===== config.mk =====
export PLATFORM = sky130hd
export DESIGN_NAME = mem_subsys
export DESIGN_NICKNAME = d
export VERILOG_FILES = /design/src/hw/mem_pkg.sv /design/src/hw/mem_subsys.sv /design/src/hw/mem_xbar.sv /design/src/hw/icache.sv /design/src/hw/clint.sv
export VERILOG_INCLUDE_DIRS = /design/src /design/src/hw
export SDC_FILE = /design/constraint.sdc
export NUM_CORES = 1
export LEC_CHECK = 0
export ABC_CLOCK_PERIOD_IN_PS = 6670
export BUFFER_PORTS_ARGS = -buffer_cell sky130_fd_sc_hd__buf_4
export CAP_MARGIN = 40
export CORE_MARGIN = 8
export CORE_UTILIZATION = 55
export DETAILED_ROUTE_END_ITERATION = 7
export PLACE_DENSITY = 0.86
export SETUP_SLACK_MARGIN = 0.2
export SYNTH_ARGS = -nofsm -noshare
export SYNTH_HDL_FRONTEND = slang
export SYNTH_SLANG_ARGS = --single-unit

===== constraint.sdc =====
create_clock -name clock -period 6.67 [get_ports clock]
set_input_delay 1.334 -clock clock [delete_from_list [all_inputs] [get_ports clock]]
set_output_delay 1.334 -clock clock [all_outputs]
set_load 0.1 [all_outputs]

===== src/hw/mem_consts.svh =====
`ifndef MEM_CONSTS_SVH
`define MEM_CONSTS_SVH

// address windows, both bounds inclusive.
`define SRAM_BASE   32'h0f00_0000
`define SRAM_LIMIT  32'h0f00_1fff
`define CLINT_BASE  32'h0200_0000
`define CLINT_LIMIT 32'h0200_ffff

// mtime offsets inside the CLINT window.
`define CLINT_MTIME_LO 32'h0000_0000
`define CLINT_MTIME_HI 32'h0000_0004

// instruction cache geometry, one 32-bit word per line.
`define ICACHE_SETS  16
`define ICACHE_OFF_W 2

`define ADDR_W  32
`define IDATA_W 32
`define DATA_W  64
`define STRB_W  8
`define SIZE_W  3

// a fetch always asks the SoC for 4 bytes.
`define FETCH_SIZE 3'd2

`endif

===== src/hw/mem_pkg.sv =====
package mem_pkg;

	// response codes, encoded as on the SoC bus.
	typedef enum logic [1:0] {
		resp_okay   = 2'b00,
		resp_exokay = 2'b01,
		resp_slverr = 2'b10,
		resp_decerr = 2'b11
	} resp_t;

	// read path of the crossbar.
	// the writes do not pass through this machine.
	typedef enum logic [2:0] {
		st_idle,
		st_ifu_cache,
		st_ifu_soc,
		st_cache_fill,
		st_ifu_reply,
		st_lsu_read,
		st_lsu_reply
	} xbar_state_t;

endpackage


===== src/hw/mem_subsys.sv =====
`timescale 1ns/1ns
`include "mem_consts.svh"

module mem_subsys (
	input  logic                clock,
	input  logic                reset,

	input  logic [`ADDR_W-1:0]  ifu_araddr,
	input  logic                ifu_arvalid,
	output logic                ifu_arready,
	output logic [`IDATA_W-1:0] ifu_rdata,
	output mem_pkg::resp_t      ifu_rresp,
	output logic                ifu_rvalid,
	input  logic                ifu_rready,

	input  logic [`ADDR_W-1:0]  lsu_araddr,
	input  logic [`SIZE_W-1:0]  lsu_arsize,
	input  logic                lsu_arvalid,
	output logic                lsu_arready,
	output logic [`DATA_W-1:0]  lsu_rdata,
	output mem_pkg::resp_t      lsu_rresp,
	output logic                lsu_rvalid,
	input  logic                lsu_rready,
	input  logic [`ADDR_W-1:0]  lsu_awaddr,
	input  logic [`SIZE_W-1:0]  lsu_awsize,
	input  logic                lsu_awvalid,
	output logic                lsu_awready,
	input  logic [`DATA_W-1:0]  lsu_wdata,
	input  logic [`STRB_W-1:0]  lsu_wstrb,
	input  logic                lsu_wvalid,
	output logic                lsu_wready,
	output mem_pkg::resp_t      lsu_bresp,
	output logic                lsu_bvalid,
	input  logic                lsu_bready,

	output logic [`ADDR_W-1:0]  soc_araddr,
	output logic [`SIZE_W-1:0]  soc_arsize,
	output logic                soc_arvalid,
	input  logic                soc_arready,
	input  logic [`DATA_W-1:0]  soc_rdata,
	input  mem_pkg::resp_t      soc_rresp,
	input  logic                soc_rvalid,
	output logic                soc_rready,
	output logic [`ADDR_W-1:0]  soc_awaddr,
	output logic [`SIZE_W-1:0]  soc_awsize,
	output logic                soc_awvalid,
	input  logic                soc_awready,
	output logic [`DATA_W-1:0]  soc_wdata,
	output logic [`STRB_W-1:0]  soc_wstrb,
	output logic                soc_wvalid,
	input  logic                soc_wready,
	input  mem_pkg::resp_t      soc_bresp,
	input  logic                soc_bvalid,
	output logic                soc_bready
);

	import mem_pkg::*;

	logic [`ADDR_W-1:0]  cache_rd_addr;
	logic                cache_rd_valid;
	logic                cache_rd_resp_valid;
	logic                cache_rd_hit;
	logic [`IDATA_W-1:0] cache_rd_data;
	logic [`ADDR_W-1:0]  cache_fill_addr;
	logic [`IDATA_W-1:0] cache_fill_data;
	logic                cache_fill_valid;

	logic [`ADDR_W-1:0]  clint_araddr;
	logic                clint_arvalid;
	logic                clint_rvalid;
	logic [`IDATA_W-1:0] clint_rdata;
	resp_t               clint_rresp;

	// the crossbar port names match the top level and the wires above.
	mem_xbar mem_xbar_inst (.*);

	icache icache_inst (
		.clock         (clock),
		.reset         (reset),
		.rd_addr       (cache_rd_addr),
		.rd_valid      (cache_rd_valid),
		.rd_resp_valid (cache_rd_resp_valid),
		.rd_hit        (cache_rd_hit),
		.rd_data       (cache_rd_data),
		.fill_addr     (cache_fill_addr),
		.fill_data     (cache_fill_data),
		.fill_valid    (cache_fill_valid)
	);

	clint clint_inst (
		.clock   (clock),
		.reset   (reset),
		.araddr  (clint_araddr),
		.arvalid (clint_arvalid),
		.rvalid  (clint_rvalid),
		.rdata   (clint_rdata),
		.rresp   (clint_rresp)
	);

endmodule


===== src/hw/mem_xbar.sv =====
`timescale 1ns/1ns
`include "mem_consts.svh"

module mem_xbar (
	input  logic                clock,
	input  logic                reset,

	input  logic [`ADDR_W-1:0]  ifu_araddr,
	input  logic                ifu_arvalid,
	output logic                ifu_arready,
	output logic [`IDATA_W-1:0] ifu_rdata,
	output mem_pkg::resp_t      ifu_rresp,
	output logic                ifu_rvalid,
	input  logic                ifu_rready,

	input  logic [`ADDR_W-1:0]  lsu_araddr,
	input  logic [`SIZE_W-1:0]  lsu_arsize,
	input  logic                lsu_arvalid,
	output logic                lsu_arready,
	output logic [`DATA_W-1:0]  lsu_rdata,
	output mem_pkg::resp_t      lsu_rresp,
	output logic                lsu_rvalid,
	input  logic                lsu_rready,
	input  logic [`ADDR_W-1:0]  lsu_awaddr,
	input  logic [`SIZE_W-1:0]  lsu_awsize,
	input  logic                lsu_awvalid,
	output logic                lsu_awready,
	input  logic [`DATA_W-1:0]  lsu_wdata,
	input  logic [`STRB_W-1:0]  lsu_wstrb,
	input  logic                lsu_wvalid,
	output logic                lsu_wready,
	output mem_pkg::resp_t      lsu_bresp,
	output logic                lsu_bvalid,
	input  logic                lsu_bready,

	output logic [`ADDR_W-1:0]  soc_araddr,
	output logic [`SIZE_W-1:0]  soc_arsize,
	output logic                soc_arvalid,
	input  logic                soc_arready,
	input  logic [`DATA_W-1:0]  soc_rdata,
	input  mem_pkg::resp_t      soc_rresp,
	input  logic                soc_rvalid,
	output logic                soc_rready,
	output logic [`ADDR_W-1:0]  soc_awaddr,
	output logic [`SIZE_W-1:0]  soc_awsize,
	output logic                soc_awvalid,
	input  logic                soc_awready,
	output logic [`DATA_W-1:0]  soc_wdata,
	output logic [`STRB_W-1:0]  soc_wstrb,
	output logic                soc_wvalid,
	input  logic                soc_wready,
	input  mem_pkg::resp_t      soc_bresp,
	input  logic                soc_bvalid,
	output logic                soc_bready,

	output logic [`ADDR_W-1:0]  cache_rd_addr,
	output logic                cache_rd_valid,
	input  logic                cache_rd_resp_valid,
	input  logic                cache_rd_hit,
	input  logic [`IDATA_W-1:0] cache_rd_data,
	output logic [`ADDR_W-1:0]  cache_fill_addr,
	output logic [`IDATA_W-1:0] cache_fill_data,
	output logic                cache_fill_valid,

	output logic [`ADDR_W-1:0]  clint_araddr,
	output logic                clint_arvalid,
	input  logic                clint_rvalid,
	input  logic [`IDATA_W-1:0] clint_rdata,
	input  mem_pkg::resp_t      clint_rresp
);

	import mem_pkg::*;

	xbar_state_t        state;
	xbar_state_t        state_next;
	logic [`ADDR_W-1:0] ifu_addr;
	logic               ifu_uncached;
	logic [`ADDR_W-1:0] lsu_addr;
	logic [`SIZE_W-1:0] lsu_size;
	logic               lsu_decoded;
	logic               lsu_to_clint;
	logic               req_valid;
	logic [`DATA_W-1:0] reply_data;
	resp_t              reply_resp;

	logic ifu_ar_fire;
	logic lsu_ar_fire;
	logic soc_ar_fire;
	logic soc_r_fire;
	logic ifu_in_sram;
	logic lsu_in_clint;
	logic lsu_decode;

	assign ifu_ar_fire = ifu_arvalid && ifu_arready;
	assign lsu_ar_fire = lsu_arvalid && lsu_arready;
	assign soc_ar_fire = soc_arvalid && soc_arready;
	assign soc_r_fire  = soc_rvalid && soc_rready;

	// fetch is decoded on the live address, load on the latched one a cycle later.
	assign ifu_in_sram  = (ifu_araddr >= `SRAM_BASE) && (ifu_araddr <= `SRAM_LIMIT);
	assign lsu_in_clint = (lsu_addr >= `CLINT_BASE) && (lsu_addr <= `CLINT_LIMIT);
	assign lsu_decode   = (state == st_lsu_read) && !lsu_decoded;

	// ~~~~~~~~~~~~~~~~~~~~~~~~~~~~~~~~~~~~~~~~~~~~~~~~~~~~~~~~~~~~~~~~~~~
	// read state machine
	// ~~~~~~~~~~~~~~~~~~~~~~~~~~~~~~~~~~~~~~~~~~~~~~~~~~~~~~~~~~~~~~~~~~~

	always_comb begin
		state_next = state;
		case (state)
			st_idle: begin
				if (ifu_ar_fire) begin
					if (ifu_in_sram) begin
						state_next = st_ifu_soc;
					end else begin
						state_next = st_ifu_cache;
					end
				end else if (lsu_ar_fire) begin
					state_next = st_lsu_read;
				end
			end
			st_ifu_cache: begin
				if (cache_rd_resp_valid) begin
					if (cache_rd_hit) begin
						state_next = st_ifu_reply;
					end else begin
						state_next = st_ifu_soc;
					end
				end
			end
			st_ifu_soc: begin
				// an error or an SRAM word is handed back without a fill.
				if (soc_r_fire) begin
					if (ifu_uncached || soc_rresp != resp_okay) begin
						state_next = st_ifu_reply;
					end else begin
						state_next = st_cache_fill;
					end
				end
			end
			st_cache_fill: begin
				state_next = st_ifu_reply;
			end
			st_ifu_reply: begin
				if (ifu_rready) begin
					state_next = st_idle;
				end
			end
			st_lsu_read: begin
				if (soc_r_fire || clint_rvalid) begin
					state_next = st_lsu_reply;
				end
			end
			st_lsu_reply: begin
				if (lsu_rready) begin
					state_next = st_idle;
				end
			end
			default: begin
				state_next = st_idle;
			end
		endcase
	end

	always_ff @(posedge clock) begin
		if (reset) begin
			state       <= st_idle;
			ifu_arready <= 1'b0;
			lsu_arready <= 1'b0;
			req_valid   <= 1'b0;
			lsu_decoded <= 1'b0;
		end else begin
			state <= state_next;
			// arready is a one-cycle pulse, and the fetch wins when both wait.
			ifu_arready <= (state == st_idle) && ifu_arvalid && !ifu_arready && !lsu_arready;
			lsu_arready <= (state == st_idle) && lsu_arvalid && !ifu_arvalid
				&& !ifu_arready && !lsu_arready;
			if (cache_rd_valid || clint_arvalid || soc_ar_fire) begin
				req_valid <= 1'b0;
			end
			if (ifu_ar_fire || lsu_decode) begin
				req_valid <= 1'b1;
			end
			if (state == st_ifu_cache && cache_rd_resp_valid && !cache_rd_hit) begin
				req_valid <= 1'b1;
			end
			if (lsu_ar_fire) begin
				lsu_decoded <= 1'b0;
			end else if (lsu_decode) begin
				lsu_decoded <= 1'b1;
			end
		end
	end

	always_ff @(posedge clock) begin
		if (ifu_ar_fire) begin
			ifu_addr     <= ifu_araddr;
			ifu_uncached <= ifu_in_sram;
		end
		if (lsu_ar_fire) begin
			lsu_addr <= lsu_araddr;
			lsu_size <= lsu_arsize;
		end
		if (lsu_decode) begin
			lsu_to_clint <= lsu_in_clint;
		end
		if (state == st_ifu_cache && cache_rd_resp_valid && cache_rd_hit) begin
			reply_data <= {{(`DATA_W-`IDATA_W){1'b0}}, cache_rd_data};
			reply_resp <= resp_okay;
		end
		if (soc_r_fire) begin
			reply_data <= soc_rdata;
			reply_resp <= soc_rresp;
		end
		if (state == st_lsu_read && clint_rvalid) begin
			reply_data <= {{(`DATA_W-`IDATA_W){1'b0}}, clint_rdata};
			reply_resp <= clint_rresp;
		end
	end

	// ~~~~~~~~~~~~~~~~~~~~~~~~~~~~~~~~~~~~~~~~~~~~~~~~~~~~~~~~~~~~~~~~~~~
	// downstream requests and replies
	// ~~~~~~~~~~~~~~~~~~~~~~~~~~~~~~~~~~~~~~~~~~~~~~~~~~~~~~~~~~~~~~~~~~~

	assign cache_rd_valid   = (state == st_ifu_cache) && req_valid;
	assign cache_rd_addr    = ifu_addr;
	assign cache_fill_valid = (state == st_cache_fill);
	assign cache_fill_addr  = ifu_addr;
	assign cache_fill_data  = reply_data[`IDATA_W-1:0];

	assign clint_arvalid = (state == st_lsu_read) && req_valid && lsu_to_clint;
	assign clint_araddr  = lsu_addr;

	// req_valid holds through a stalled soc_arready, the address comes from the latches.
	assign soc_arvalid = req_valid
		&& ((state == st_ifu_soc) || (state == st_lsu_read && !lsu_to_clint));
	assign soc_araddr  = (state == st_lsu_read) ? lsu_addr : ifu_addr;
	assign soc_arsize  = (state == st_lsu_read) ? lsu_size : `FETCH_SIZE;
	assign soc_rready  = (state == st_ifu_soc)
		|| (state == st_lsu_read && lsu_decoded && !lsu_to_clint);

	assign ifu_rvalid = (state == st_ifu_reply);
	assign ifu_rdata  = reply_data[`IDATA_W-1:0];
	assign ifu_rresp  = reply_resp;
	assign lsu_rvalid = (state == st_lsu_reply);
	assign lsu_rdata  = reply_data;
	assign lsu_rresp  = reply_resp;

	// writes go straight to the SoC.
	assign soc_awaddr  = lsu_awaddr;
	assign soc_awsize  = lsu_awsize;
	assign soc_awvalid = lsu_awvalid;
	assign lsu_awready = soc_awready;
	assign soc_wdata   = lsu_wdata;
	assign soc_wstrb   = lsu_wstrb;
	assign soc_wvalid  = lsu_wvalid;
	assign lsu_wready  = soc_wready;
	assign lsu_bresp   = soc_bresp;
	assign lsu_bvalid  = soc_bvalid;
	assign soc_bready  = lsu_bready;

	a_reply_stable: assert property (
		@(posedge clock) disable iff (reset)
		((ifu_rvalid && !ifu_rready) || (lsu_rvalid && !lsu_rready))
		|=> ($stable(reply_data) && $stable(reply_resp))
	);

	// a line is written only with a word the SoC returned okay.
	a_fill_after_okay: assert property (
		@(posedge clock) disable iff (reset)
		cache_fill_valid |-> $past(soc_r_fire && soc_rresp == resp_okay)
	);

endmodule


===== src/hw/icache.sv =====
`timescale 1ns/1ns
`include "mem_consts.svh"

module icache (
	input  logic                clock,
	input  logic                reset,
	input  logic [`ADDR_W-1:0]  rd_addr,
	input  logic                rd_valid,
	output logic                rd_resp_valid,
	output logic                rd_hit,
	output logic [`IDATA_W-1:0] rd_data,
	input  logic [`ADDR_W-1:0]  fill_addr,
	input  logic [`IDATA_W-1:0] fill_data,
	input  logic                fill_valid
);

	localparam int idx_w = $clog2(`ICACHE_SETS);
	localparam int tag_w = `ADDR_W - idx_w - `ICACHE_OFF_W;

	logic [`ICACHE_SETS-1:0] line_valid;
	logic [tag_w-1:0]        line_tag [`ICACHE_SETS];
	logic [`IDATA_W-1:0]     line_data [`ICACHE_SETS];

	logic [idx_w-1:0] rd_idx;
	logic [tag_w-1:0] rd_tag;
	logic [idx_w-1:0] fill_idx;
	logic [tag_w-1:0] fill_tag;

	// the index sits just above the byte offset, the tag takes the rest.
	assign rd_idx   = rd_addr[`ICACHE_OFF_W +: idx_w];
	assign rd_tag   = rd_addr[`ADDR_W-1 -: tag_w];
	assign fill_idx = fill_addr[`ICACHE_OFF_W +: idx_w];
	assign fill_tag = fill_addr[`ADDR_W-1 -: tag_w];

	always_ff @(posedge clock) begin
		if (reset) begin
			line_valid    <= '0;
			rd_resp_valid <= 1'b0;
		end else begin
			rd_resp_valid <= rd_valid;
			if (fill_valid) begin
				line_valid[fill_idx] <= 1'b1;
			end
		end
	end

	always_ff @(posedge clock) begin
		if (fill_valid) begin
			line_tag[fill_idx]  <= fill_tag;
			line_data[fill_idx] <= fill_data;
		end
	end

	// lookup result is registered and shows up one cycle after rd_valid.
	always_ff @(posedge clock) begin
		if (rd_valid) begin
			rd_hit  <= line_valid[rd_idx] && (line_tag[rd_idx] == rd_tag);
			rd_data <= line_data[rd_idx];
		end
	end

	// the crossbar looks up and fills from different states.
	a_no_rd_and_fill: assert property (
		@(posedge clock) disable iff (reset)
		!(rd_valid && fill_valid)
	);

endmodule


===== src/hw/clint.sv =====
`timescale 1ns/1ns
`include "mem_consts.svh"

module clint (
	input  logic                clock,
	input  logic                reset,
	input  logic [`ADDR_W-1:0]  araddr,
	input  logic                arvalid,
	output logic                rvalid,
	output logic [`IDATA_W-1:0] rdata,
	output mem_pkg::resp_t      rresp
);

	import mem_pkg::*;

	logic [2*`IDATA_W-1:0] mtime;
	logic [`ADDR_W-1:0]    offset;

	assign offset = araddr - `CLINT_BASE;

	always_ff @(posedge clock) begin
		if (reset) begin
			mtime  <= '0;
			rvalid <= 1'b0;
		end else begin
			mtime  <= mtime + 1'b1;
			rvalid <= arvalid;
		end
	end

	// mtime is read as two words, low half at offset 0.
	always_ff @(posedge clock) begin
		if (arvalid) begin
			case (offset)
				`CLINT_MTIME_LO: begin
					rdata <= mtime[`IDATA_W-1:0];
					rresp <= resp_okay;
				end
				`CLINT_MTIME_HI: begin
					rdata <= mtime[2*`IDATA_W-1:`IDATA_W];
					rresp <= resp_okay;
				end
				default: begin
					rdata <= '0;
					rresp <= resp_decerr;
				end
			endcase
		end
	end

endmodule


==> impl_metrics.ini <==
[outcome]
status = complete, but fails checks
violations = DRC

[setup_path]
crit_path_max_fanout = 28
r2r_slack_ns = 2.89
worstRegToRegCells = 8
crit_path_end_kind = output port
slowest_stage = dfxtp_1
required_ns = 5.34
arrival_ns = 2.97
r2r_end = icache_inst.rd_hit
critPathKind = reg2out
max_stage_delay_ns = 0.52
crit_chain = nor2b_1 > nand2_1 > buf_4 > o31ai_1 > buf_4
critPathLaunchType = flip-flop
path_common_cell = buf_4

[timing]
maxSlewHeadroom = 0.343
rsz0062_at_grt = false
period_minus_slack_ns = 4.30
max_freq_mhz = 233
finalHoldViolCount = 0
slew_viol_final = 0
finalSetupViolations = 0
fin_skew_ns = 0.0715
finalSetupTns_ns = 0
fin_crit_sh = 0.645
worst_pin_slew_ns = 0.986

[placement]
io_buffers = 281
finalWeightedCongestion = 0.904
dp_hpwl_mm = 77.3
place_inst = 3905

[cells_and_area]
multi_input_area_um2 = 11300
fillers = 5600
nNetsFinal = 3112
final_cells = 4122
regArea_um2 = 35500
area_delta_synth_final_pct = 13.5
layout-drive-gt1-share = 0.274

[clocking]
cts_resized = 0
cts_buffers = 112
cts_buffer_depth = 3
hold_buffers = 0
post_cts_buffers = 0
cts-root-buf = clkbuf_16
cts_tree = built
clk_pin_slew_ns = 0.07
insertion_delay_ns = 0.74
clock-sinks = 1222
htree_levels = 3

[power]
leakage_nw = 18.5
irDropWorstVdd_mv = 0.343
power_density_nw_per_um2 = 326

[hold_path]
hold_start = icache_inst.line_valid[6]
worstHoldEndpoint = icache_inst.line_valid[6]
worstHoldPathCells = 2
holdCritPathClass = reg2reg

[synthesis]
ys_types = 61
netlist_area_um2 = 48500
synth_warnings = 0
yosysTopAreaCellShare = 0.679
synth_fp_nets = 2924
synth_area_leaders = edfxtp_1, mux4_2, dfxtp_1, mux2i_1, buf_4
ys.flop_type = edfxtp_1
synth_largest_area_cell = edfxtp_1
synth_cells = 2666
synth-edff-count = 1097
ys_seq_elements = 1222
syn-mean-instance-area_um2 = 18.2
synth_seq_area_share = 0.731
synthArstFlopShare = 0

[job]
drv_cap = 0

[floorplanning]
initial_core_util = 0.552
chipHeight_um = 313
row_count = 109
die_w_um = 313
design.core.area_um2 = 87800
die-area_um2 = 97900
io_pins = 512

[route]
vias_per_cell = 6.62
avgRoutedWirePerCell_um = 31.7
postRouteAntennaNets = 0
drc = 3
drt_iter0_markers = 3973
dr.pass1.iters = 8
num_vias = 27284
drt-total-wl_mm = 131

[global_route]
grt_max_degree = 89
gr-usage-all-layers = 0.260
grt_overflow_total = 0
grt_pass1_wl_mm = 188
grt_pass1_vias = 27927
antenna_found_initial = 6
==> worst max-delay path: cells and delay by family, from the launching register on <==
kind,cells,cell delay (ns)
simple gates,2,0.57
compound gates,1,0.45
buf+inv,2,0.71
flops,1,0.52
==> stage by stage <==
stage / hold WS (ns) / util / power (mW) / setup WS [ns] / cell area, µm²
floorplan: 0.435 / - / 11.4 / 0.770 / 48500
global placement: 0.444 / 0.579 / 11.7 / 2.37 / 50900
detailed placement: 0.459 / 0.585 / 11.8 / 2.93 / 51400
CTS: 0.475 / 0.626 / 18.0 / 2.45 / 55000
global route: 0.483 / 0.626 / 18.3 / 2.32 / 55000
finish: 0.479 / 0.626 / 17.9 / 2.37 / 55000
==> cell families after synthesis <==
logic type,count (synthesis),share of synthesized area
muxes,381,0.144
and+or+nand+nor,480,0.0458
AOI/OAI and AO/OA,199,0.0278
xor gates and xnor gates,73,0.0132
adders and majority gates,2,0.000516
buffers and inverters,309,0.0375
DFF,1222,0.731
==> flip-flops by register name (all words and copies together), names as in the netlist, named ones only <==
register / count
icache_inst.line_data: 512
icache_inst.line_tag: 416
clint_inst.mtime: 64
mem_xbar_inst.lsu_rdata: 64
clint_inst.rdata: 32
icache_inst.rd_data: 32
mem_xbar_inst.cache_fill_addr: 32
mem_xbar_inst.clint_araddr: 32
icache_inst.line_valid: 16
mem_xbar_inst.lsu_size: 3
mem_xbar_inst.state: 3
mem_xbar_inst.ifu_rresp: 2
clint_inst.rresp: 1
clint_inst.rvalid: 1
icache_inst.rd_hit: 1
icache_inst.rd_resp_valid: 1
mem_xbar_inst.ifu_arready: 1
mem_xbar_inst.ifu_uncached: 1
mem_xbar_inst.lsu_arready: 1
mem_xbar_inst.lsu_decoded: 1
mem_xbar_inst.lsu_to_clint: 1
mem_xbar_inst.req_valid: 1
==> cells in the mapped netlist (17+ instances only) <==
library cell and n:
a22o_1 39, a22oi_1 17, buf_4 158, and3_1 17
xor2_1 39, mux2i_1 121, nor2_1 155, nand2_1 158
nand4_1 21, xnor2_1 34, a21oi_1 22, nand3_1 32
o21ai_0 72, buf_2 30, edfxtp_1 1097, inv_1 33
clkbuf_1 72, dfxtp_1 125, nor3_1 20, mux4_2 253
==> worst max-delay path by stage <==
stage / startpoint / end / slack [ns] / depth (start not counted)
2_1_floorplan: mem_xbar_inst.cache_fill_addr[2] / icache_inst.line_data[0][0] / 0.77 / 4
6_report: mem_xbar_inst.state[0] / soc_rready / 2.37 / 5
3_5_place_dp: flip-flop / icache_inst.rd_hit / 2.93 / 8
3_3_place_gp: soc_rvalid / mem_xbar_inst.lsu_rdata[31] / 2.37 / 5
4_1_cts: mem_xbar_inst.state[0] / soc_rready / 2.45 / 5
5_1_grt: mem_xbar_inst.state[0] / soc_rready / 2.32 / 5
==> report_power, final <==
part / leakage (nW) / internal (mW) / total (mW) / switching, mW
logic: 5.79 / 0.761 / 2.74 / 1.97
registers: 11.0 / 8.62 / 8.94 / 0.318
clock network: 1.74 / 3.40 / 6.26 / 2.85
total: 18.5 / 12.8 / 17.9 / 5.15
==> routing by layer <==
metal  global-route usage  part of all wire  vias to the layer above
met1                0.326              0.33                    13819
met2                0.416              0.48                     2261
li1                     -                 -                    10748
met5              0.00790           0.00093                        -
met3               0.0854              0.14                      448
met4                0.110             0.045                        8
==> cell usage in the layout, fill, tap and decap left out, types with 14 or more instances in the layout <==
cell type  Yosys  layout
mux2i_1      121     121
a22oi_1       17      17
clkbuf_16      0     114
inv_1         33      31
and3_1        17      14
a21oi_1       22      22
nand4_1       21      21
edfxtp_1    1097    1097
nor4_1        16      16
nand2_1      158     157
nor2_1       155     141
nand3_1       32      32
xnor2_1       34      34
buf_4        158     325
nor3_1        20      16
xor2_1        39      39
mux4_2       253     253
clkinv_2       0      26
dfxtp_1      125     122
buf_16         0      14
o21ai_0       72      72
clkbuf_1      72      27
a22o_1        39      39
or3_1         15      15
clkinv_1       0      20
==> cell type report <==
class | instances | share of cell area
repair buffers | 350 | 0.0551
clock inverters | 65 | 0.0102
well taps | 1165 | 0.0265
flip-flops and latches | 1222 | 0.645
multi-input cells | 1135 | 0.206
diodes | 7 | 0.000318
clock buffers | 145 | 0.0547
inverters | 33 | 0.00225
No activity file was read; power rests on OpenSTA's default activity.
